[config.mk]
export PLATFORM = sky130hd
export DESIGN_NAME = execute_flat
export DESIGN_NICKNAME = d
export VERILOG_FILES = /design/src/design/cpu_pkg.sv /design/src/design/stage_if.sv /design/src/design/execute.sv /design/src/flat_wrapper.sv
export SDC_FILE = /design/constraint.sdc
export NUM_CORES = 1
export LEC_CHECK = 0
export CORE_ASPECT_RATIO = 0.5
export CORE_UTILIZATION = 54
export CTS_BUF_LIST = sky130_fd_sc_hd__clkbuf_4 sky130_fd_sc_hd__clkbuf_8 sky130_fd_sc_hd__clkbuf_16
export CTS_CLUSTER_DIAMETER = 40
export DETAILED_ROUTE_END_ITERATION = 10
export DONT_BUFFER_PORTS = 1
export PLACE_DENSITY = 0.71
export SLEW_MARGIN = 20
export SYNTH_ARGS = -nofsm -noshare
export SYNTH_HDL_FRONTEND = slang
export SYNTH_SLANG_ARGS = --single-unit
export TNS_END_PERCENT = 10
[constraint.sdc]
create_clock -name clk_i -period 8 [get_ports clk_i]
set_input_delay 1.2 -clock clk_i [delete_from_list [all_inputs] [get_ports clk_i]]
set_output_delay 1.2 -clock clk_i [all_outputs]
set_load 0.005 [all_outputs]
[src/design/cpu_pkg.sv]
package cpu_pkg;

	typedef logic [31:0] word_t;
	typedef logic [31:0] pc_t;
	typedef logic [3:0] reg_addr_t;
	typedef logic [3:0] opcode_t;
	typedef logic [1:0] fwd_sel_t;

	// Instruction format: opcode, rd, rs1, rs2, imm16.
	localparam opcode_t OP_NOP  = 4'd0;
	localparam opcode_t OP_ADD  = 4'd1;
	localparam opcode_t OP_SUB  = 4'd2;
	localparam opcode_t OP_AND  = 4'd3;
	localparam opcode_t OP_OR   = 4'd4;
	localparam opcode_t OP_XOR  = 4'd5;
	localparam opcode_t OP_ADDI = 4'd6;
	localparam opcode_t OP_LD   = 4'd7;
	localparam opcode_t OP_ST   = 4'd8;
	localparam opcode_t OP_BEQZ = 4'd9;
	localparam opcode_t OP_HALT = 4'd15;

	// Operand sources for the execute stage.
	localparam fwd_sel_t FWD_REG = 2'd0;
	localparam fwd_sel_t FWD_EX  = 2'd1;
	localparam fwd_sel_t FWD_MEM = 2'd2;

	localparam word_t NOP_IR = 32'h0000_0000;

	localparam int RAM_AWIDTH = 10;
	localparam pc_t DATA_BASE = 32'h0000_0800;

endpackage

[src/design/stage_if.sv]
`timescale 1ns/1ps

interface stage_if;
	import cpu_pkg::*;

	word_t     ir;
	pc_t       pc;
	logic      wr_en;
	reg_addr_t rd;
	word_t     data1;
	word_t     data2;

	modport source (output ir, pc, wr_en, rd, data1, data2);
	modport sink   (input ir, pc, wr_en, rd, data1, data2);

endinterface

[src/design/execute.sv]
`timescale 1ns/1ps

module execute (
	input  logic           clk_i,
	input  logic           reset_i,
	stage_if.sink          in,
	input  cpu_pkg::word_t data1_i,
	input  cpu_pkg::word_t data2_i,
	input  logic           stall_i,
	stage_if.source        out,
	output logic           pc_set_o,
	output cpu_pkg::pc_t   pc_target_o,
	output cpu_pkg::word_t result_o
);
	import cpu_pkg::*;

	opcode_t op;
	word_t   imm;
	word_t   alu;

	assign op  = in.ir[31:28];
	assign imm = {{16{in.ir[15]}}, in.ir[15:0]};

	always_comb
	begin
		case (op)
			OP_ADD:               alu = data1_i + data2_i;
			OP_SUB:               alu = data1_i - data2_i;
			OP_AND:               alu = data1_i & data2_i;
			OP_OR:                alu = data1_i | data2_i;
			OP_XOR:               alu = data1_i ^ data2_i;
			OP_ADDI, OP_LD, OP_ST: alu = data1_i + imm;
			default:              alu = '0;
		endcase
	end

	// Branch offset counts words from the next instruction.
	assign pc_set_o    = (op == OP_BEQZ) && (data1_i == '0) && !stall_i;
	assign pc_target_o = in.pc + 32'd4 + {imm[29:0], 2'b00};

	always_ff @(posedge clk_i)
	begin
		if (reset_i)
		begin
			out.ir    <= NOP_IR;
			out.wr_en <= 1'b0;
		end
		else if (!stall_i)
		begin
			out.ir    <= in.ir;
			out.wr_en <= in.wr_en;
		end
	end

	always_ff @(posedge clk_i)
	begin
		if (!stall_i)
		begin
			out.pc    <= in.pc;
			out.rd    <= in.rd;
			out.data1 <= alu;
			out.data2 <= data2_i;
		end
	end

	assign result_o = out.data1;

	// The flush of decode keeps a second branch from following.
	a_pc_set_single: assert property (@(posedge clk_i) disable iff (reset_i)
		pc_set_o |=> !pc_set_o);

endmodule

[src/flat_wrapper.sv]
// flat-port wrapper written by rule: the top's interface ports become plain ports
module execute_flat import cpu_pkg::*;
  (clk_i, reset_i, data1_i, data2_i, stall_i, pc_set_o, pc_target_o, result_o, in_ir, in_pc, in_wr_en, in_rd, in_data1, in_data2, out_ir, out_pc, out_wr_en, out_rd, out_data1, out_data2);
  stage_if in_i ();
  stage_if out_i ();
  input  logic clk_i;
  input  logic reset_i;
  input  cpu_pkg::word_t data1_i;
  input  cpu_pkg::word_t data2_i;
  input  logic stall_i;
  output logic pc_set_o;
  output cpu_pkg::pc_t pc_target_o;
  output cpu_pkg::word_t result_o;
  input wire logic [$bits(in_i.ir)-1:0] in_ir;
  input wire logic [$bits(in_i.pc)-1:0] in_pc;
  input wire logic [$bits(in_i.wr_en)-1:0] in_wr_en;
  input wire logic [$bits(in_i.rd)-1:0] in_rd;
  input wire logic [$bits(in_i.data1)-1:0] in_data1;
  input wire logic [$bits(in_i.data2)-1:0] in_data2;
  output wire logic [$bits(out_i.ir)-1:0] out_ir;
  output wire logic [$bits(out_i.pc)-1:0] out_pc;
  output wire logic [$bits(out_i.wr_en)-1:0] out_wr_en;
  output wire logic [$bits(out_i.rd)-1:0] out_rd;
  output wire logic [$bits(out_i.data1)-1:0] out_data1;
  output wire logic [$bits(out_i.data2)-1:0] out_data2;
  assign in_i.ir = in_ir;
  assign in_i.pc = in_pc;
  assign in_i.wr_en = in_wr_en;
  assign in_i.rd = in_rd;
  assign in_i.data1 = in_data1;
  assign in_i.data2 = in_data2;
  assign out_ir = out_i.ir;
  assign out_pc = out_i.pc;
  assign out_wr_en = out_i.wr_en;
  assign out_rd = out_i.rd;
  assign out_data1 = out_i.data1;
  assign out_data2 = out_i.data2;
  execute u_core (.clk_i(clk_i), .reset_i(reset_i), .in(in_i), .data1_i(data1_i), .data2_i(data2_i), .stall_i(stall_i), .out(out_i), .pc_set_o(pc_set_o), .pc_target_o(pc_target_o), .result_o(result_o));
endmodule
After elaboration in Yosys (flattened, before gate mapping)
Index checks and enable logic that the tools add are counted.
Storage, ports and cells
  register bits: 133
  input port bits: 200
  output and inout bits: 198
Cells by class
  add/sub/neg operators: 5
  equality and inequality tests: 9
  mux-type cells: 1
  bitwise logic cells: 3
  reduce and logical (&&, ||, !) cells: 5
Operator list (number)
  one-hot mux 32 bit (6 select lines): 1
  adder 32 bit: 3
  adder 32 x 3 -> 32 bit, second input constant: 1
  AND 32 bit: 1
  logical NOT 32 bit: 1
  OR 32 bit: 1
  subtractor 32 bit: 1
  XOR 32 bit: 1
  equality test 4 x 3 -> 1 bit, second input constant: 4
  equality test 4 x 2 -> 1 bit, second input constant: 2
  equality test 4 bit, second input constant: 2
  equality test 4 x 1 -> 1 bit, second input constant: 1
  OR reduction 3 bit: 1
  logical AND 1 bit: 2
  logical NOT 1 bit: 1

Longest topological paths before layout
Gate-level depths: netlist of the first run.
  word-level depth: 3
  depth in mapped cells: 19

Least setup slack after synthesis of the first run
Ideal clock, no wire load.
  kind: input to register
  start: input port data2_i[1]
  end: register u_core.out.data1[29] (data pin)
  library setup time: 0.270 ns
  arrival time: 5.295 ns
  data required time: 7.730 ns
  path slack: 2.435 ns
  stages on the path: 18
  buffers on the path: 0
  cell sequence: inv_1 -> ha_1 -> nor3b_1 -> nand4_1 -> or3_1 -> or3_1 -> a222oi_1 -> inv_1 -> ha_1 -> a21oi_1 -> o22ai_1 -> a221oi_1 -> o311ai_1 -> a311o_1 -> a221o_1 -> a31oi_1 -> mux2i_1 -> nand3_1
On the way
  longest elaborated chain between the ends: 2
Ends and longest elaborated chain
  start, declared: RTL line flat_wrapper.sv:9  | input cpu_pkg::word_t data2_i;
  subtractor 32 bit / adder 32 bit (equally long branches): RTL line execute.sv:28, execute.sv:27
  one-hot mux 32 bit (6 select lines) *: RTL line execute.sv:26  | case (op)
  via u_core.alu[29]: RTL line execute.sv:19  | word_t alu;
  end signal, assigned: RTL line execute.sv:61  | out.data1 <= alu;
  end, declared: RTL line stage_if.sv:13  | modport source (output ir, pc, wr_en, rd, data1, data2);
Mark *: on every way through the listed nets, which the timed path passes. The rest lies on a longest branch.
A chain may end at the register's enable or synchronous reset.

Worst setup path in the final report of the first run
Same ends and word-level chain as after synthesis.

==> results.sh, run 1 <==
export IMPL_hold_violations=0
export IMPL_num_rows=35
export IMPL_drc_errors=0
export IMPL_crit_path_start_kind="input pin"
export IMPL_yosys_warnings=0
export IMPL_power_density_mw_per_mm2=198
export IMPL_synthArstFlopShare=0
export IMPL_r2r_slack_ns=7.35
export IMPL_hp_start="u_core.out.wr_en"
export IMPL_syn_nets=1442
export IMPL_cts_sinks=133
export IMPL_timing_fmax_ghz=0.164
export IMPL_status="complete, no violations"
export IMPL_dp_slack_ns=1.64
export IMPL_tightest_slew_ns=0.920
export IMPL_yosysTopAreaCell="edfxtp_1"
export IMPL_netSwitchingPower_mw=0.676
export IMPL_vias=8379
export IMPL_synth_main_ff_cell="edfxtp_1"
export IMPL_r2r_start="u_core.out.ir[27]"
export IMPL_dr_pass1_iters=5
export IMPL_finalClockSkew_ns=0
export IMPL_io_buffers=0
export IMPL_intPower_mw=1.50
export IMPL_grt_max_degree=66
export IMPL_wl_um=29000
export IMPL_start_util=0.559
export IMPL_synth_commonest_cells="158 x ha_1, 105 x nor2_1, 100 x edfxtp_1"
export IMPL_synth_edff_count=100
export IMPL_syn_inst=1082
export IMPL_syn_avg_cell_area_um2=9.61
export IMPL_yosysMostFrequentCell="ha_1"
export IMPL_hold_path_class="reg2reg"
export IMPL_fp_dieW_um=198
export IMPL_htree_levels=4
export IMPL_synth_top_cell_area_share=0.289
export IMPL_cts_resized=0
export IMPL_reg2reg_depth=2
export IMPL_final_nets=1399
export IMPL_dp_hpwl_um=22000
export IMPL_min_delay_path_depth=2
export IMPL_required_ns=8.16
export IMPL_switching_share=0.311
export IMPL_crit_fanout=7
export IMPL_path_class="in2reg"
export IMPL_critPathCaptureType="register"
export IMPL_layout_drive_gt1_share=0.0475
export IMPL_fin_crit_sh=0.764
export IMPL_dieArea_mm2=0.0198
export IMPL_antenna_left=0
export IMPL_n_fill_cell=1554
export IMPL_overflow=0
export IMPL_cp_data_arrival_time_ns=6.27
export IMPL_root_buffer="clkbuf_16"
export IMPL_grt_pass1_wl_um=43900
export IMPL_clkLatencyLatePin_ns=0.41
export IMPL_track_usage=0.289
export IMPL_io_pins=398
export IMPL_period_minus_slack_ns=6.11
export IMPL_fin_util=0.591
export IMPL_r2r_end="u_core.out.ir[27]"
export IMPL_rsz0062_at_grt="no"
export IMPL_setup_viol=0
export IMPL_synth_seq_cells=133
export IMPL_wl_per_cell_um=22.1
export IMPL_relSlewSlack=0.384
export IMPL_synth_distinct_cells=64
export IMPL_max_vdd_ir_drop_mv=0.133
export IMPL_cap_viol_max_count=0
export IMPL_vias_per_cell=6.39
export IMPL_drv_slew=0
export IMPL_ys_seq_area_frac=0.352
export IMPL_post_place_cells=1279
export IMPL_synth_area_mm2=0.0104
export IMPL_drt_iter0_markers=560
export IMPL_areaGrowthSynthToFinish_pct=5.78
export IMPL_worst_slack_ns=1.89
export IMPL_setup_tns_ns=0
export IMPL_clk_path_buf_depth=2
export IMPL_path_clk_slew_ns=0.06
export IMPL_hold_path_endpoint="u_core.out.wr_en"
export IMPL_p_leak_nw=4.90
export IMPL_antennaDiodeCount=0
export IMPL_cts_made_buffers=17
export IMPL_die_height_um=100
export IMPL_post_cts_setup_buffers=0
export IMPL_power_clock_fraction=0.374
export IMPL_comb_power_share=0.229
export IMPL_gp_congestion=0.911
export IMPL_antenna_found_initial=0
export IMPL_p_seq_frac=0.397
export IMPL_cts_hold_buf=0
export IMPL_cts_tree="built"
export IMPL_grt_pass1_vias=7935
export IMPL_core_mm2=0.0186
export IMPL_post_layout_nonfiller_instances=1311
export IMPL_synth_area_leaders="edfxtp_1 29%, ha_1 19%, dfxtp_1 6.4%, nor2_1 3.8%, mux2i_1 3.5%"
area by class of cell:
type / instances / area [um2] / share of cell area
timing repair buffer: 6 / 45.0 / 0.00410
multi-input combinational: 791 / 6020 / 0.548
sequential: 133 / 3660 / 0.333
clock inverter: 14 / 164 / 0.0149
inverter: 90 / 340 / 0.0309
clock buffer: 18 / 439 / 0.0399
tap: 259 / 324 / 0.0295
placed cells by master (no fill, tap or decap), types with 17 or more instances in the layout:
cell / instances
clkbuf_16: 17
a21o_1: 32
nand2_1: 43
mux2i_1: 36
a221oi_1: 32
xor2_1: 27
nor2_1: 104
edfxtp_1: 100
xnor2_1: 27
nor3_1: 23
ha_1: 158
inv_1: 89
o21ai_0: 56
dfxtp_1: 33
a21oi_1: 53
stage by stage:
| stage | hold slack, ns | instance area, um2 | total power, mW |
|---|---|---|---|
| 2_1_floorplan | 0.488 | 10400 | 1.29 |
| 3_3_place_gp | 0.509 | 10400 | 1.35 |
| 5_1_grt | 0.554 | 11000 | 2.28 |
| 3_5_place_dp | 0.514 | 10400 | 1.37 |
| 6_report | 0.527 | 11000 | 2.17 |
| 4_1_cts | 0.531 | 11000 | 2.18 |
kinds of logic (layout without fill, tap and decap cells):
logic type      after synthesis  count (layout)  synth area share
mux                          36              36            0.0347
xor+xnor                     54              54            0.0455
fa+ha+maj                   160             160             0.194
buf+inv                     158             128            0.0693
flops                       133             133             0.352
compound gates              280             280             0.181
simple gates                261             261             0.123
flip-flops by register name, indices dropped and copies added (netlist names):
name,flops
u_core.out.pc,32
u_core.out.ir,32
u_core.out.data2,32
u_core.out.wr_en,1
u_core.out.data1,32
u_core.out.rd,4
worst max path at each step:
stage | from | endpoint | slack [ns] | cells past startpoint
after floorplan | data2_i[1] | u_core.out.data1[29] | 2.44 | 18
after global placement | data2_i[1] | u_core.out.data1[29] | 1.68 | 18
after detailed placement | data2_i[1] | u_core.out.data1[29] | 1.64 | 18
after CTS | data2_i[1] | u_core.out.data1[29] | 2.03 | 18
after global routing | data2_i[0] | u_core.out.data1[29] | 1.66 | 18
final | data2_i[1] | u_core.out.data1[29] | 1.89 | 18
power by group through the flow:
| stage | clock [mW] | sequential [mW] | combinational (mW) |
|---|---|---|---|
| 3_3_place_gp | 0 | 0.878 | 0.472 |
| 5_1_grt | 0.850 | 0.871 | 0.557 |
| 4_1_cts | 0.820 | 0.864 | 0.493 |
| 3_5_place_dp | 0 | 0.878 | 0.488 |
| 6_report | 0.811 | 0.863 | 0.498 |
| 2_1_floorplan | 0 | 0.861 | 0.425 |
per-layer routing:
metal	wire [um]	track usage
met5	0	0
met4	686	0.0865
met3	2870	0.0739
met2	13500	0.486
met1	11900	0.368
worst max-delay path, cell delays in order:
cell and delay (ns):
inv_1 0.08, ha_1 0.21, nor3b_1 0.47, nand4_1 0.39, or3_1 0.46, or3_1 0.37, a222oi_1 0.31, inv_1 0.09
ha_1 0.37, a21oi_1 0.20, o22ai_1 0.10, a221oi_1 0.30, o311ai_1 0.26, a311o_1 0.51, a221o_1 0.40, a31oi_1 0.24
mux2i_1 0.23, nand3_1 0.09
Power figures use the tool's default switching activity.
==> run 2, diff against run 1 <==
--- a/config.mk
+++ b/config.mk
@@ -5,6 +5,7 @@
 export SDC_FILE = /design/constraint.sdc
 export NUM_CORES = 1
 export LEC_CHECK = 0
+export ABC_AREA = 1
 export CORE_ASPECT_RATIO = 0.5
 export CORE_UTILIZATION = 54
 export CTS_BUF_LIST = sky130_fd_sc_hd__clkbuf_4 sky130_fd_sc_hd__clkbuf_8 sky130_fd_sc_hd__clkbuf_16
==> constraint.sdc (replaced) <==
create_clock -name clk_i -period 5.9 [get_ports clk_i]
set_input_delay 0.885 -clock clk_i [delete_from_list [all_inputs] [get_ports clk_i]]
set_output_delay 0.885 -clock clk_i [all_outputs]
set_load 0.005 [all_outputs]
==> results.sh, run 2 <==
export IMPL_status="complete, but fails checks"
export IMPL_violations="DRC"
export IMPL_top_usage_layer="met2"
export IMPL_r2r_start="u_core.out.ir[28]"
export IMPL_synth_fa_ha_area_frac=0.178
export IMPL_p_leak_nw=5.26
export IMPL_htree_levels=4
export IMPL_core_mm2=0.0206
export IMPL_vias_per_cell=6.03
export IMPL_yosysMostFrequentCell="nand2_1"
export IMPL_syn_nets=1815
export IMPL_path_clk_slew_ns=0.07
export IMPL_slowest_delay_ns=0.40
export IMPL_cts_sinks=133
export IMPL_grt_pass1_vias=9699
export IMPL_grt_use_met3=0.127
export IMPL_antenna_found_initial=0
export IMPL_synth_mux_area_frac=0
export IMPL_worstPathCellList="inv_1 > ha_1 > nand2_1 > nor2_2 > inv_1 > nor3_1 > nand3_1 > nand2_1 > o21ai_0 > ha_1 > nand2_1 > nor2_1 > nand4_1 > o21ai_2 > nand3b_1 > nand2_1 > nand2_1 > nand3_1 > nand2_1"
export IMPL_clkLatencyLatePin_ns=0.44
export IMPL_yosys_area_share_simple=0.235
export IMPL_io_buffers=0
export IMPL_cp_data_arrival_time_ns=4.42
export IMPL_synth_commonest_cells="328 x nand2_1, 158 x ha_1, 151 x nor2_1"
export IMPL_r2r_end="u_core.out.ir[28]"
export IMPL_io_pins=398
export IMPL_worst_path_buf_inv=2
export IMPL_synthArstFlopShare=0
export IMPL_crit_fanout=7
export IMPL_track_usage=0.329
export IMPL_drv_slew=0
export IMPL_drc_errors=13
export IMPL_clk_path_buf_depth=2
export IMPL_dieArea_mm2=0.0216
export IMPL_rsz0062_at_grt="no"
export IMPL_syn_avg_cell_area_um2=7.78
export IMPL_wl_um=35600
export IMPL_relSlewSlack=0.239
export IMPL_final_nets=1772
export IMPL_max_vdd_ir_drop_mv=0.144
export IMPL_gp_congestion=0.964
export IMPL_path_class="in2reg"
export IMPL_crit_path_start_kind="input pin"
export IMPL_min_delay_path_depth=2
export IMPL_most_common_layout_cells="328 x nand2_1, 158 x ha_1, 151 x nor2_1"
export IMPL_hold_path_endpoint="u_core.out.ir[22]"
export IMPL_power_density_mw_per_mm2=258
export IMPL_final_common_cell="nand2_1"
export IMPL_antenna_left=0
export IMPL_overflow=0
export IMPL_setup_tns_ns=0
export IMPL_hold_violations=0
export IMPL_tightest_slew_ns=1.13
export IMPL_holdWs_ns=0.477
export IMPL_layout_drive_gt1_share=0.0505
export IMPL_reg2reg_depth=2
export IMPL_dr_pass1_iters=11
export IMPL_grt_pass1_wl_um=53500
export IMPL_yosysTopAreaCell="edfxtp_1"
export IMPL_synth_distinct_cells=52
export IMPL_cts_made_buffers=17
export IMPL_areaGrowthSynthToFinish_pct=5.11
export IMPL_synth_top_family_by_area="simple AND/OR/NAND/NOR gates"
export IMPL_drt_iter0_markers=956
export IMPL_syn_inst=1455
export IMPL_period_minus_slack_ns=4.24
export IMPL_dp_hpwl_um=28000
export IMPL_cpMaxStageDelayCell="nor3_1"
export IMPL_start_util=0.551
export IMPL_synth_seq_cells=133
export IMPL_timing_fmax_ghz=0.236
export IMPL_hp_start="u_core.out.ir[22]"
export IMPL_critPathCaptureType="register"
export IMPL_synthXorXnorAreaFrac=0.0240
export IMPL_synth_edff_count=100
export IMPL_cts_resized=0
export IMPL_synth_compound_area_frac=0.154
export IMPL_cpMostUsedCell="nand2_1"
export IMPL_synth_area_leaders="edfxtp_1 27%, ha_1 17%, nand2_1 11%, dfxtp_1 5.8%, a21oi_1 5.4%"
export IMPL_root_buffer="clkbuf_16"
export IMPL_required_ns=6.09
export IMPL_fp_dieW_um=207
export IMPL_met1_usage=0.410
export IMPL_cts_hold_buf=0
export IMPL_hold_path_class="reg2reg"
export IMPL_vias=10200
export IMPL_yosys_warnings=0
export IMPL_wl_per_cell_um=20.9
export IMPL_fin_crit_sh=0.718
export IMPL_cpLargestDelayFamily="simple AND/OR/NAND/NOR gates"
export IMPL_synth_top_cell_area_share=0.265
export IMPL_grt_use_met2=0.519
export IMPL_post_cts_setup_buffers=0
export IMPL_grt_max_degree=99
export IMPL_synth_main_ff_cell="edfxtp_1"
export IMPL_ys_seq_area_frac=0.324
export IMPL_num_rows=37
export IMPL_finalClockSkew_ns=0
export IMPL_cap_viol_max_count=0
export IMPL_r2r_slack_ns=5.17
export IMPL_synth_area_mm2=0.0113
export IMPL_antennaDiodeCount=0
export IMPL_die_height_um=104
export IMPL_cts_tree="built"
export IMPL_setup_viol=0
run 2: changes by cell type after synthesis, sizes merged, moves of 25 or more:
cell   change
nand2    +289
a21oi     +72
nand3     +68
a21o      -25
inv       +56
mux2i     -36
nor2      +58
run 2: power breakdown:
part           switching (mW)  internal (mW)  total (mW)
logic                   0.522          0.264       0.786
clock network           0.509          0.618        1.13
registers              0.0577           1.10        1.16
run 2: layer usage:
layer	share of wire	vias to the layer above	wire length [um]
li1	-	4901	-
met1	0.41	4801	14700
met2	0.45	471	16100
met3	0.11	60	3960
met4	0.023	0	830
met5	0	-	0
run 2: worst max path at each step:
| stage | start | to | slack [ns] | depth (start not counted) |
|---|---|---|---|---|
| detailed placement | data2_i[0] | u_core.out.data1[30] | 1.42 | 19 |
| global placement | data2_i[0] | u_core.out.data1[30] | 1.46 | 19 |
| floorplan | stall_i | u_core.out.data1[0] | 1.27 | 3 |
| global route | data2_i[0] | u_core.out.data1[30] | 1.49 | 19 |
| finish | data2_i[0] | u_core.out.data1[30] | 1.66 | 19 |
| CTS | data2_i[0] | u_core.out.data1[30] | 1.89 | 19 |
run 2: layout make-up:
type                       count  area, um2
clock inverter                13        141
multi-input combinational   1111       6690
fill                        1949       8660
sequential                   133       3660
timing repair buffer           3       26.3
tap                          273        342
inverter                     146        556
clock buffer                  19        475
run 2: through the flow:
stage | util | setup slack, ns | cells | total power, mW | area [um2]
4_1_cts | 0.579 | 1.89 | 1698 | 3.07 | 11900
2_1_floorplan | - | 1.27 | 1455 | 1.80 | 11300
3_3_place_gp | 0.549 | 1.46 | 1666 | 1.94 | 11300
6_report | 0.579 | 1.66 | 1698 | 3.07 | 11900
5_1_grt | 0.579 | 1.49 | 1698 | 3.23 | 11900
3_5_place_dp | 0.549 | 1.42 | 1666 | 1.95 | 11300
run 2: kinds of logic (layout without fill, tap and decap cells):
group	after synthesis	count (layout)
XOR/XNOR	31	31
flip-flops	133	133
AND/OR/NAND/NOR	627	627
buffers and inverters	211	181
adder cells (fa/ha/maj)	160	160
AO/OA/AOI/OAI	293	293
run 2: worst min-delay path, delay by kind of cell, from the launching register on:
| family | cells | cell delay, ns |
|---|---|---|
| simple gates | 1 | 0.07 |
| compound gates | 1 | 0.05 |
| flops | 1 | 0.32 |
