[src/design/cpu_pkg.sv]
package cpu_pkg;

	typedef logic [31:0] word_t;
	typedef logic [31:0] pc_t;
	typedef logic [3:0] reg_addr_t;
	typedef logic [3:0] opcode_t;
	typedef logic [1:0] fwd_sel_t;

	// Instruction format: opcode, rd, rs1, rs2, imm16.
	localparam opcode_t OP_NOP  = 4'd0;
	localparam opcode_t OP_ADD  = 4'd1;
	localparam opcode_t OP_SUB  = 4'd2;
	localparam opcode_t OP_AND  = 4'd3;
	localparam opcode_t OP_OR   = 4'd4;
	localparam opcode_t OP_XOR  = 4'd5;
	localparam opcode_t OP_ADDI = 4'd6;
	localparam opcode_t OP_LD   = 4'd7;
	localparam opcode_t OP_ST   = 4'd8;
	localparam opcode_t OP_BEQZ = 4'd9;
	localparam opcode_t OP_HALT = 4'd15;

	// Operand sources for the execute stage.
	localparam fwd_sel_t FWD_REG = 2'd0;
	localparam fwd_sel_t FWD_EX  = 2'd1;
	localparam fwd_sel_t FWD_MEM = 2'd2;

	localparam word_t NOP_IR = 32'h0000_0000;

	localparam int RAM_AWIDTH = 10;
	localparam pc_t DATA_BASE = 32'h0000_0800;

endpackage

[src/design/cyc_bus_if.sv]
`timescale 1ns/1ps

interface cyc_bus_if;
	import cpu_pkg::*;

	logic       cyc;
	logic       we;
	logic [3:0] sel;
	pc_t        adr;
	word_t      wdat;
	word_t      rdat;
	logic       ack;

	modport master (output cyc, we, sel, adr, wdat, input rdat, ack);
	modport slave  (input cyc, we, sel, adr, wdat, output rdat, ack);

endinterface

[src/design/ifetch.sv]
`timescale 1ns/1ps

module ifetch (
	input  logic            clk_i,
	input  logic            reset_i,
	cyc_bus_if.master       bus,
	input  logic            stall_i,
	input  logic            pc_set_i,
	input  cpu_pkg::pc_t    pc_target_i,
	input  logic            halt_i,
	output cpu_pkg::word_t  ir_o,
	output cpu_pkg::pc_t    pc_o
);
	import cpu_pkg::*;

	typedef enum logic {FETCH_IDLE, FETCH_WAIT} fetch_state_t;

	fetch_state_t state;
	pc_t   pc;
	pc_t   fadr;
	word_t word;
	logic  word_valid;
	logic  drop;
	logic  halted;
	logic  go;

	// A new fetch starts only once the held word will be taken.
	assign go = !halt_i && !halted && !pc_set_i && (!word_valid || !stall_i);

	assign bus.cyc  = (state == FETCH_WAIT);
	assign bus.we   = 1'b0;
	assign bus.sel  = 4'hf;
	assign bus.adr  = fadr;
	assign bus.wdat = '0;

	assign ir_o = word_valid ? word : NOP_IR;

	always_ff @(posedge clk_i)
	begin
		if (reset_i)
		begin
			state      <= FETCH_IDLE;
			pc         <= '0;
			word_valid <= 1'b0;
			drop       <= 1'b0;
			halted     <= 1'b0;
		end
		else
		begin
			case (state)
				FETCH_IDLE:
					if (go)
					begin
						state <= FETCH_WAIT;
						drop  <= 1'b0;
					end
				FETCH_WAIT:
					if (bus.ack)
						state <= FETCH_IDLE;
				default: state <= FETCH_IDLE;
			endcase
			if (pc_set_i)
			begin
				pc         <= pc_target_i;
				word_valid <= 1'b0;
				halted     <= 1'b0;
				if (state == FETCH_WAIT && !bus.ack)
					drop <= 1'b1;
			end
			else
			begin
				if (!stall_i)
					word_valid <= 1'b0;
				if (state == FETCH_WAIT && bus.ack && !drop)
				begin
					word_valid <= 1'b1;
					pc         <= fadr + 32'd4;
					// Stop fetching past a HALT.
					if (bus.rdat[31:28] == OP_HALT)
						halted <= 1'b1;
				end
			end
		end
	end

	always_ff @(posedge clk_i)
	begin
		if (state == FETCH_IDLE && go)
			fadr <= pc;
		if (state == FETCH_WAIT && bus.ack)
		begin
			word <= bus.rdat;
			pc_o <= fadr;
		end
	end

	a_cyc_until_ack: assert property (@(posedge clk_i) disable iff (reset_i)
		bus.cyc && !bus.ack |=> bus.cyc && bus.ack);

endmodule

[src/flat_wrapper.sv]
// flat-port wrapper written by rule: the top's interface ports become plain ports
module ifetch_flat import cpu_pkg::*;
  (clk_i, reset_i, stall_i, pc_set_i, pc_target_i, halt_i, ir_o, pc_o, bus_cyc, bus_we, bus_sel, bus_adr, bus_wdat, bus_rdat, bus_ack);
  cyc_bus_if bus_i ();
  input  logic clk_i;
  input  logic reset_i;
  input  logic stall_i;
  input  logic pc_set_i;
  input  cpu_pkg::pc_t pc_target_i;
  input  logic halt_i;
  output cpu_pkg::word_t ir_o;
  output cpu_pkg::pc_t pc_o;
  output wire logic [$bits(bus_i.cyc)-1:0] bus_cyc;
  output wire logic [$bits(bus_i.we)-1:0] bus_we;
  output wire logic [$bits(bus_i.sel)-1:0] bus_sel;
  output wire logic [$bits(bus_i.adr)-1:0] bus_adr;
  output wire logic [$bits(bus_i.wdat)-1:0] bus_wdat;
  input wire logic [$bits(bus_i.rdat)-1:0] bus_rdat;
  input wire logic [$bits(bus_i.ack)-1:0] bus_ack;
  assign bus_cyc = bus_i.cyc;
  assign bus_we = bus_i.we;
  assign bus_sel = bus_i.sel;
  assign bus_adr = bus_i.adr;
  assign bus_wdat = bus_i.wdat;
  assign bus_i.rdat = bus_rdat;
  assign bus_i.ack = bus_ack;
  ifetch u_core (.clk_i(clk_i), .reset_i(reset_i), .bus(bus_i), .stall_i(stall_i), .pc_set_i(pc_set_i), .pc_target_i(pc_target_i), .halt_i(halt_i), .ir_o(ir_o), .pc_o(pc_o));
endmodule
[config.mk]
export PLATFORM = sky130hd
export DESIGN_NAME = ifetch_flat
export DESIGN_NICKNAME = d
export VERILOG_FILES = /design/src/design/cpu_pkg.sv /design/src/design/cyc_bus_if.sv /design/src/design/ifetch.sv /design/src/flat_wrapper.sv
export SDC_FILE = /design/constraint.sdc
export NUM_CORES = 1
export LEC_CHECK = 0
export BUFFER_PORTS_ARGS = -buffer_cell sky130_fd_sc_hd__buf_2
export CAP_MARGIN = 20
export CORE_MARGIN = 1.5
export CORE_UTILIZATION = 54
export CTS_CLUSTER_DIAMETER = 200
export CTS_CLUSTER_SIZE = 30
export DETAILED_ROUTE_END_ITERATION = 8
export MAX_ROUTING_LAYER = met4
export PLACE_DENSITY = 0.86
export SYNTH_ARGS = -nofsm -noshare
export SYNTH_HDL_FRONTEND = slang
export SYNTH_SLANG_ARGS = --single-unit
[constraint.sdc]
create_clock -name clk_i -period 4.6 [get_ports clk_i]
set_input_delay 0.92 -clock clk_i [delete_from_list [all_inputs] [get_ports clk_i]]
set_output_delay 0.92 -clock clk_i [all_outputs]
set_load 0.05 [all_outputs]
* After elaboration in Yosys (flattened, before gate mapping)
Index checks and enable logic that the tools add are counted.
** Storage, ports and cells
- Register bits after elaboration :: 132
- Bits of input ports :: 70
- Output and inout port bits :: 134
- Word-level logic and storage cells :: 42
** Cells by class
- Add/subtract/negate cells :: 1
- Eq/ne operators :: 2
- Muxes and demuxes :: 12
- Bitwise operators :: 1
- Reductions and logical operators :: 18
** Operator list (number)
- two-way mux 32 bit :: 3
- adder 32 x 3 -> 32 bit, second input constant :: 1
- two-way mux 1 bit :: 8
- logical AND 1 bit :: 7
- zero test 1 bit :: 7
- equality test 4 bit, second input constant :: 1
- != test 2 x 1 -> 1 bit, second input constant :: 1
- case mux 1 bit (2 select lines) :: 1
- AND reduction 2 bit :: 1
- nonzero test 2 bit :: 1
- OR reduction 2 bit :: 1
- logical OR 1 bit :: 1
- inverter 1 bit :: 1

* Longest topological paths before layout
Gate-level depths: netlist (run 1).
- Depth in word-level cells :: 8
- Depth in mapped cells :: 6
- Mapped depth without buffers :: 5

* Least setup slack after synthesis (run 1)
OpenSTA, ideal clock, no wires.
- Path kind :: input to register
- Start :: input port bus_ack
- End :: register u_core.pc_o[0], enable pin
- Setup time :: 0.429 ns
- Arrival :: 2.423 ns
- Required time :: 4.171 ns
- Path slack :: 1.748 ns
- Stages :: 1
- Path buffers :: 0
- Cells stage by stage :: and2_1
** Between the ends
- Word-level cells in the longest chain between the ends :: 1
** RTL lines
- from (decl) :: RTL line flat_wrapper.sv:19 : input wire logic [$bits(bus_i.ack)-1:0] bus_ack;
- logical AND 1 bit :: RTL line ifetch.sv:90 : if (state == FETCH_WAIT && bus.ack)
- to (signal assigned) :: RTL line ifetch.sv:93 : pc_o <= fadr;
- to (decl) :: RTL line ifetch.sv:12 : output cpu_pkg::pc_t pc_o
Every way passes these cells.
A chain may end at the register's enable or synchronous reset.

* Worst setup path in the final report (run 1)
- Start :: register u_core.word_valid
- End :: output port ir_o[17]
** Between the ends
- Word-level cells in the longest chain between the ends :: 1
** RTL lines
- from (decl) :: RTL line ifetch.sv:22 : logic word_valid;
- from (signal assigned) :: RTL line ifetch.sv:44 : word_valid <= 1'b0;
- from (signal assigned) :: RTL line ifetch.sv:65 : word_valid <= 1'b0;
- from (signal assigned) :: RTL line ifetch.sv:73 : word_valid <= 1'b0;
- two-way mux 32 bit :: RTL line ifetch.sv:36 : assign ir_o = word_valid ? word : NOP_IR;
- to (decl) :: RTL line flat_wrapper.sv:11 : output cpu_pkg::word_t ir_o;
Every way passes these cells.

==> impl_metrics.toml, run 1 <==
[setup_path]
worstSetupPathType = "register to output port"
path_max_fanout = 33
cpMaxStageDelayCell = "dfxtp_1"
cp_cell_sequence = "and2_1 -> buf_2"
max_stage_delay_ns = 0.83
cp.required_ns = 3.68
cp-end-kind = "output port"
start_kind = "register"
crit_arrival_ns = 1.86

[run]
max_cap_viol_count = 0

[route]
drt-total-wl_um = 14820
viasPerCell = 5.882
drc = 0
dr.pass1.iters = 5
num_vias = 4735
drtAntennaViolNets = 0
wire_per_inst_um = 18.41
drtIter0Drc = 613

[clocking]
postCtsHoldBufs = 0
tritoncts = "built"
cts_buffer_depth = 2
cts_root_buf = "clkbuf_8"
clkSinkCount = 132
cts_resized = 0
postCtsSetupBuffers = 0
htreeDepth = 4
clk_pin_slew_ns = 0.06
numCtsBuffers = 17
insertion_delay_ns = 0.51

[floorplanning]
die_h_um = 106.7
start_util_pct = 55.97
ioPinCount = 204
coreArea_sq_um = 10370
fp.dieW_um = 106.7
core.rowCount = 37
dieArea_sq_um = 11380

[min_path]
hold_path_class = "register to register"

[layout]
areaGrowthSynthToFinish_pct = 23.50
diodes = 0
drive_above_1_share_pct = 31.24
fin_cells = 805
nNetsFinal = 727
fillers = 750

[logic_synthesis]
synthDominantCellAreaShare_pct = 49.67
ys_seq_area_share_pct = 62.08
synth_area_leaders = "edfxtp_1, dfxtp_1, and2_1, buf_4, nand2_1"
synth-seq-cells = 132
synthDistinctLibCells = 62
yosysMostFrequentCell = "edfxtp_1"
async_flop_share_pct = 0
yosys.area.top_type = "edfxtp_1"
ys_top_cells_by_count = "edfxtp_1, and2_1, nand2_1"
yosysWarnings = 0
synth_flop_cell = "edfxtp_1"
synth_edf_count = 96
synth_area_sq_um = 5804
syn_inst = 494
avgSynthCellArea_sq_um = 11.75

[power]
p_leak_nw = 2.876
powerDensity_nw_per_um2 = 413.3
total_power_mw = 2.963
vdd_drop_max_mv = 0.2706

[timing]
finClkSkew_ns = 0.007404
finalSetupViolCount = 0
hold_viol = 0
maxSlewHeadroom_pct = 42.51
worst_pin_slew_ns = 0.8623
postLayoutSetupSlackWorst_ns = 1.819
drv_slew = 0
fmax_mhz = 359.6
tns_ns = 0
worst_hold_slack_ns = 0.4299
min_period_over_period_pct = 60.45
period_minus_slack_ns = 2.781
grt_setup_unrepaired = "false"

[grt]
grt_pass1_wl_um = 22720
grt_usage_pct = 26.84
antenna_found_initial = 0
overflow = 0
first_global_vias = 4345
grt_max_degree = 42

[status]
status = "completed"

[placed_design]
hpwl_um = 9984
dp_cells = 773
gp_congestion = 0.9024
io_buffers = 166
pre_cts_ws_ns = 1.741
==> cell type report <==
class / instances / area (sq um) / share of cell area [%]
Multi-Input combinational cell: 329 / 1937 / 27.02
Inverter: 5 / 18.77 / 0.2618
Clock buffer: 18 / 417.9 / 5.830
Sequential cell: 132 / 3603 / 50.27
Clock inverter: 14 / 152.6 / 2.130
Timing Repair Buffer: 171 / 868.3 / 12.11
Tap cell: 136 / 170.2 / 2.374
==> flip-flops by register name (all words and copies together), names as in the netlist <==
name	flops
u_core.halted	1
u_core.drop	1
u_core.word	32
u_core.bus.adr	32
u_core.bus.cyc	1
u_core.pc_o	32
u_core.word_valid	1
u_core.pc	32
==> stage by stage <==
stage / utilization (%) / instance area (sq um)
6_report: 69.12 / 7168
5_1_grt: 69.12 / 7168
4_1_cts: 69.12 / 7168
3_5_place_dp: 63.62 / 6598
3_3_place_gp: 63.62 / 6598
2_1_floorplan: - / 5936
==> cell families (layout without fill, tap and decap cells) <==
group / Yosys count / in the layout / share of synthesized area (%)
AO/OA/AOI/OAI: 80 / 80 / 10.39
XOR/XNOR: 4 / 4 / 0.6035
adder cells (fa/ha/maj): 1 / 1 / 0.2155
buffers and inverters: 68 / 208 / 6.833
flip-flops: 132 / 132 / 62.08
multiplexers: 2 / 2 / 0.3449
other: 2 / 37 / 0.1294
AND/OR/NAND/NOR: 205 / 205 / 19.40
==> critical path: cells and delay by family (launching register included) <==
family                 cells  cell delay (ns)
flip-flops                 1             0.83
AND/OR/NAND/NOR            1             0.25
buffers and inverters      1             0.27
==> routing by layer <==
metal  share of wire, %  up-vias  routed length, um  global-route usage, %
met4                3.1        0                465                  11.52
met3                 12       52               1766                  5.957
met2                 47      387               6945                  41.25
li1                   -     2116                  -                      -
met1                 38     2180               5643                  34.56
met5                  0        -                  0                      -
==> worst paths after layout <==
kind / depth (start not counted) / endpoint / start / slack, ns
setup / recovery: 2 / ir_o[17] / u_core.word_valid / 1.82
hold / removal: 0 / u_core.bus.adr[1] / u_core.pc[1] / 0.43
setup reg to reg: 4 / u_core.pc[23] / u_core.bus.adr[7] / 2.21
hold reg to reg: 0 / u_core.bus.adr[1] / u_core.pc[1] / 0.43
==> cells in the final DEF, fill, tap and decap left out, types with 3 or more instances in the layout <==
| cell type | Yosys | layout |
|---|---|---|
| a21boi_0 | 3 | 3 |
| a21oi_1 | 5 | 5 |
| a311oi_1 | 4 | 4 |
| a31oi_1 | 16 | 16 |
| and2_1 | 46 | 45 |
| and3_1 | 7 | 7 |
| and4_1 | 5 | 5 |
| buf_2 | 2 | 166 |
| buf_4 | 37 | 5 |
| clkbuf_16 | 0 | 16 |
| clkinv_2 | 0 | 3 |
| clkinv_4 | 0 | 5 |
| conb_1 | 2 | 37 |
| dfxtp_1 | 36 | 36 |
| edfxtp_1 | 96 | 96 |
| inv_1 | 4 | 4 |
| inv_6 | 0 | 3 |
| nand2_1 | 41 | 41 |
| nand2b_1 | 4 | 4 |
| nand3_1 | 22 | 22 |
| nand4_1 | 12 | 12 |
| nor2_1 | 23 | 23 |
| nor3_1 | 13 | 13 |
| nor4_1 | 11 | 11 |
| o211ai_1 | 4 | 4 |
| o21ai_0 | 7 | 7 |
| o221ai_1 | 4 | 4 |
| o31a_1 | 4 | 4 |
| o32ai_1 | 5 | 5 |
| or3_1 | 6 | 6 |
| or4_1 | 4 | 4 |
| xnor2_1 | 4 | 4 |
==> power by group <==
group / leakage, nW / internal [mW] / switching, mW
Sequential: 1.18 / 1.33 / 0.0433
Combinational: 1.41 / 0.0723 / 0.233
Clock: 0.280 / 0.776 / 0.508
Total: 2.88 / 2.18 / 0.785
Power figures use the tool's default switching activity.
==> run 2: changes to the inputs <==
--- a/config.mk
+++ b/config.mk
@@ -5,15 +5,16 @@
 export SDC_FILE = /design/constraint.sdc
 export NUM_CORES = 1
 export LEC_CHECK = 0
+export ABC_AREA = 1
 export BUFFER_PORTS_ARGS = -buffer_cell sky130_fd_sc_hd__buf_2
 export CAP_MARGIN = 20
 export CORE_MARGIN = 1.5
-export CORE_UTILIZATION = 54
+export CORE_UTILIZATION = 50
 export CTS_CLUSTER_DIAMETER = 200
 export CTS_CLUSTER_SIZE = 30
 export DETAILED_ROUTE_END_ITERATION = 8
 export MAX_ROUTING_LAYER = met4
-export PLACE_DENSITY = 0.86
+export PLACE_DENSITY = 0.8
 export SYNTH_ARGS = -nofsm -noshare
 export SYNTH_HDL_FRONTEND = slang
 export SYNTH_SLANG_ARGS = --single-unit
==> constraint.sdc (replaced) <==
create_clock -name clk_i -period 2.81 [get_ports clk_i]
set_input_delay 0.562 -clock clk_i [delete_from_list [all_inputs] [get_ports clk_i]]
set_output_delay 0.562 -clock clk_i [all_outputs]
set_load 0.05 [all_outputs]
==> run 2 against run 1 <==
  * Via count is 7.7% lower
  * Highest routed layer unchanged
  * Cell area up 1.7%
  * First-iteration DRC count decreased by 49%
  * Critical endpoint is now ir_o[0]
  * Critical path depth grew 2
  * Hold slack worse by 0.11 ns
==> impl_metrics.toml, run 2 <==
[power]
swShare_pct = 26.76
p_comb_share_pct = 10.3
p_clk_share_pct = 43.5
total_power_mw = 4.835
seqPwrFrac_pct = 46.2
p_leak_nw = 3.415
vdd_drop_max_mv = 0.3771
switching_power_mw = 1.294
p_int_mw = 3.541
powerDensity_nw_per_um2 = 663.6

[route]
viasPerCell = 4.839
drt-total-wl_um = 13630
drtAntennaViolNets = 0
num_vias = 4370
dr.pass1.iters = 5
drtIter0Drc = 310
wire_per_inst_um = 15.10
drc = 0

[setup_path]
crit_arrival_ns = 1.65
cpMaxStageDelayCell = "dfxtp_1"
worstSetupPathType = "register to output port"
cp-end-kind = "output port"
cp_cell_sequence = "buf_4 -> nand2_1 -> inv_1 -> buf_2"
path_max_fanout = 24
start_kind = "register"
max_stage_delay_ns = 0.51
cp.required_ns = 2.25

[clocking]
cts_buffer_depth = 2
postCtsHoldBufs = 0
clk_pin_slew_ns = 0.06
cts_resized = 0
numCtsBuffers = 17
clkSinkCount = 132
insertion_delay_ns = 0.41
postCtsSetupBuffers = 0
tritoncts = "built"
htreeDepth = 4
cts_root_buf = "clkbuf_16"

[layout]
postLayoutCoreUtil_pct = 63.55
stdcell_area_sq_um = 7287
diodes = 0
layout_common_cells = "buf_2, nand2_1, edfxtp_1, inv_1, conb_1"
nNetsFinal = 818
drive_above_1_share_pct = 31.32
fillers = 944
final_common_cell = "buf_2"
fin_cells = 903
areaGrowthSynthToFinish_pct = 23.34

[grt]
grt_pass1_wl_um = 21120
overflow = 0
grt_max_degree = 65
first_global_vias = 4154
antenna_found_initial = 0
grt_usage_pct = 22.45

[timing]
hold_viol = 0
finalSetupViolCount = 0
min_period_over_period_pct = 78.89
worst_pin_slew_ns = 0.6703
maxSlewHeadroom_pct = 55.32
period_minus_slack_ns = 2.217
tns_ns = 0
drv_slew = 0
finClkSkew_ns = 0.009730
grt_setup_unrepaired = "false"
fmax_mhz = 451.1

[status]
status = "completed"

[logic_synthesis]
async_flop_share_pct = 0
synth-seq-cells = 132
synth_area_sq_um = 5908
synth_area_leaders = "edfxtp_1, dfxtp_1, nand2_1, inv_1, buf_4"
yosysMostFrequentCell = "nand2_1"
ys_seq_area_share_pct = 60.99
synthDistinctLibCells = 32
avgSynthCellArea_sq_um = 10.26
yosys.area.top_type = "edfxtp_1"
yosysWarnings = 0
synthDominantCellAreaShare_pct = 48.79
synth_edf_count = 96
syn_inst = 576
synth_flop_cell = "edfxtp_1"
ys_top_cells_by_count = "nand2_1, edfxtp_1, inv_1"

[floorplanning]
start_util_pct = 51.52
die_h_um = 111.7
ioPinCount = 204
core.rowCount = 39
dieArea_sq_um = 12480
coreArea_sq_um = 11470
fp.dieW_um = 111.7

[placed_design]
hpwl_um = 9686
gp_congestion = 0.8489
placed_area_sq_um = 6723
dp_cells = 871
io_buffers = 166

[run]
max_cap_viol_count = 0

[min_path]
hold_path_class = "primary input to register"
[run 2: cell types whose count changed in the layout (fill, tap and decap cells not counted), sizes merged, moves of 14 or more]
cell	delta
nand2	+105
a21oi	+18
nor2	+20
a22o	+17
inv	+84
nand3	+14
and2	-43
[run 2: through the flow]
step           hold slack [ns]  setup slack [ns]
2_1_floorplan           0.4030            0.3361
3_3_place_gp            0.4121            0.8152
3_5_place_dp            0.4147            0.7323
4_1_cts                 0.3061            0.5745
5_1_grt                 0.3030            0.4947
6_report                0.3244            0.5932
[run 2: path summary, 6_finish.rpt]
kind | startpoint | end | slack (ns) | depth (start not counted)
max | u_core.word_valid | ir_o[0] | 0.59 | 4
min | bus_rdat[16] | u_core.word[16] | 0.32 | 1
max reg2reg | u_core.word_valid | u_core.bus.adr[15] | 1.10 | 6
min reg2reg | u_core.pc[8] | u_core.bus.adr[8] | 0.43 | 0
[run 2: cells by family after synthesis]
| kind of cell | share of synthesized area (%) |
|---|---|
| DFF | 60.99 |
| AOI/OAI and AO/OA | 6.438 |
| other | 0.1271 |
| xor gates and xnor gates | 1.631 |
| adders and majority gates | 0.2117 |
| and+or+nand+nor | 19.02 |
| buffers and inverters | 11.58 |
[run 2: final cells by class]
cell class,instances,area [sq um],share of cell area (%)
inverter,84,315.3,4.327
tap,143,178.9,2.455
multi-input combinational,342,1752,24.04
sequential,132,3603,49.45
clock inverter,13,121.4,1.666
timing repair buffer,170,873.3,11.98
clock buffer,19,442.9,6.078
[run 2: critical path: cells and delay by family (launching register included)]
| kind | cells | cell delay, ns |
|---|---|---|
| buffers and inverters | 3 | 0.64 |
| DFF | 1 | 0.51 |
| and+or+nand+nor | 1 | 0.09 |
[run 2: power groups by stage]
stage,clock (mW),combinational (mW),sequential [mW]
after floorplan,0,0.306,2.37
after global placement,0,0.487,2.27
after detailed placement,0,0.495,2.27
after CTS,2.14,0.497,2.23
after global routing,2.23,0.527,2.24
final,2.10,0.496,2.23
[run 2: routing by layer]
metal  share of wire (%)  routed length (um)  global-route usage (%)  vias to the layer above
met3                 6.7                 907                   5.770                       10
met4                0.73                  99                   6.835                        0
met2                  49                6739                   36.26                      172
met5                   0                   0                       -                        -
li1                    -                   -                       -                     2151
met1                  43                5885                   27.91                     2037
==> run 3: changes to the inputs <==
==> constraint.sdc (replaced) <==
create_clock -name clk_i -period 2.3 [get_ports clk_i]
set_input_delay 0.46 -clock clk_i [delete_from_list [all_inputs] [get_ports clk_i]]
set_output_delay 0.46 -clock clk_i [all_outputs]
set_load 0.05 [all_outputs]
==> run 3 against run 2 <==
  * Core utilization increased by 0.85 points
  * Clock power up 36%
  * Worst setup slack lost 0.24 ns
  * Sequential share of layout area down 0.65 points
  * Die area is the same
  * Total power rose by 28%
  * First-iteration DRC count increased by 13%
  * Global-route usage fell by 0.30 points
  * Critical endpoint is now ir_o[20]
==> impl_metrics.toml, run 3 (synthesis gave the netlist of run 2 again) <==
[floorplanning]
ioPinCount = 204
dieArea_sq_um = 12480
coreArea_sq_um = 11470
die_h_um = 111.7
core.rowCount = 39
fp.dieW_um = 111.7
start_util_pct = 51.52

[timing]
min_period_over_period_pct = 84.66
period_minus_slack_ns = 1.947
finClkSkew_ns = 0.007585
drv_slew = 0
fmax_mhz = 513.5
hold_viol = 0
worst_pin_slew_ns = 0.5616
postLayoutSetupSlackWorst_ns = 0.3527
grt_setup_unrepaired = "false"
maxSlewHeadroom_pct = 62.51
tns_ns = 0
finalSetupViolCount = 0

[min_path]
whs_endpoint = "u_core.word[16]"
hold_start = "bus_rdat[16]"
hold_path_class = "primary input to register"
holdPathStages = 1

[setup_path]
reg2reg_slack_ns = 0.59
crit_buf_inv = 3
cp-end-kind = "output port"
worstReg2RegEnd = "u_core.pc[18]"
cp_cell_sequence = "buf_4 -> nand2_1 -> inv_1 -> buf_2"
r2r.worst_path.cells = 8
r2r-start = "u_core.bus.adr[2]"
cpMaxStageDelayCell = "dfxtp_1"
max_stage_delay_ns = 0.34
critical-path-top-delay-family = "buffers and inverters"
worstSetupPathType = "register to output port"
crit_start = "u_core.word_valid"
crit_arrival_ns = 1.49
cp.required_ns = 1.84
path_max_fanout = 32
start_kind = "register"

[layout]
drive_above_1_share_pct = 31.59
stdcell_area_sq_um = 7385
nNetsFinal = 821
areaGrowthSynthToFinish_pct = 24.99
diodes = 0
fillers = 915
final_common_cell = "buf_2"
layout_common_cells = "buf_2, nand2_1, edfxtp_1, inv_1, conb_1"

[clocking]
numCtsBuffers = 17
insertion_delay_ns = 0.41
htreeDepth = 4
cts_root_buf = "clkbuf_16"
clk_pin_slew_ns = 0.06
cts_resized = 0
tritoncts = "built"
clkSinkCount = 132
postCtsHoldBufs = 0
postCtsSetupBuffers = 0
cts_buffer_depth = 2

[route]
num_vias = 4479
drc = 0
drtIter0Drc = 350
dr.pass1.iters = 8
wire_per_inst_um = 14.88
viasPerCell = 4.944
drtAntennaViolNets = 0
drt-total-wl_um = 13480

[power]
p_leak_nw = 3.451
vdd_drop_max_mv = 0.5268
powerDensity_nw_per_um2 = 838.5
total_power_mw = 6.192

[placed_design]
placed_area_sq_um = 6749
pre_cts_ws_ns = 0.4373
io_buffers = 166
gp_congestion = 0.9253
hpwl_um = 9794

[run]
max_cap_viol_count = 0

[grt]
overflow = 0
antenna_found_initial = 0
grt_pass1_wl_um = 20840
grt_usage_pct = 22.15
grt_max_degree = 40
first_global_vias = 4159

[status]
status = "completed"
run 3: changes by cell type in the layout (fill, tap and decap cells not counted):
cell and delta:
clkinv_2 +1, buf_4 +3, inv_4 -3, clkbuf_8 +1, inv_2 -1, clkinvlp_4 +2
inv_6 -3, bufinv_16 +3
run 3: metrics by stage:
| step | hold WS [ns] | cells | utilization, % |
|---|---|---|---|
| floorplan | 0.4030 | 611 | - |
| global placement | 0.4125 | 874 | 58.85 |
| detailed placement | 0.4147 | 874 | 58.85 |
| CTS | 0.2097 | 906 | 64.40 |
| global route | 0.2044 | 906 | 64.40 |
| finish | 0.2239 | 906 | 64.40 |
run 3: cell type report:
type	count	area (sq um)	area share (%)
sequential	132	3603	48.80
multi-input combinational	342	1752	23.72
timing repair buffer	173	895.9	12.13
clock buffer	20	456.7	6.184
inverter	84	319.1	4.321
clock inverter	12	178.9	2.423
tap	143	178.9	2.423
run 3: worst max-delay path by stage:
stage          slack, ns                 to  cells after the start
2_1_floorplan       0.28  u_core.bus.adr[0]                      4
3_3_place_gp        0.55      u_core.pc[23]                      7
3_5_place_dp        0.44      u_core.pc[22]                      7
4_1_cts             0.33           ir_o[31]                      4
5_1_grt             0.25           ir_o[20]                      4
6_report            0.35           ir_o[20]                      4
run 3: metal layers:
| metal | GRT usage, % | up-vias | wire length, um |
|---|---|---|---|
| li1 | - | 2168 | - |
| met4 | 9.620 | 0 | 211 |
| met1 | 27.83 | 2063 | 5549 |
| met2 | 34.27 | 224 | 6496 |
| met5 | - | - | 0 |
| met3 | 5.444 | 24 | 1221 |
run 3: where the power goes:
group / total [mW] / internal, mW / switching [mW]
Combinational: 0.613 / 0.143 / 0.469
Clock: 2.85 / 1.87 / 0.975
Sequential: 2.73 / 2.66 / 0.0742
Total: 6.19 / 4.67 / 1.52
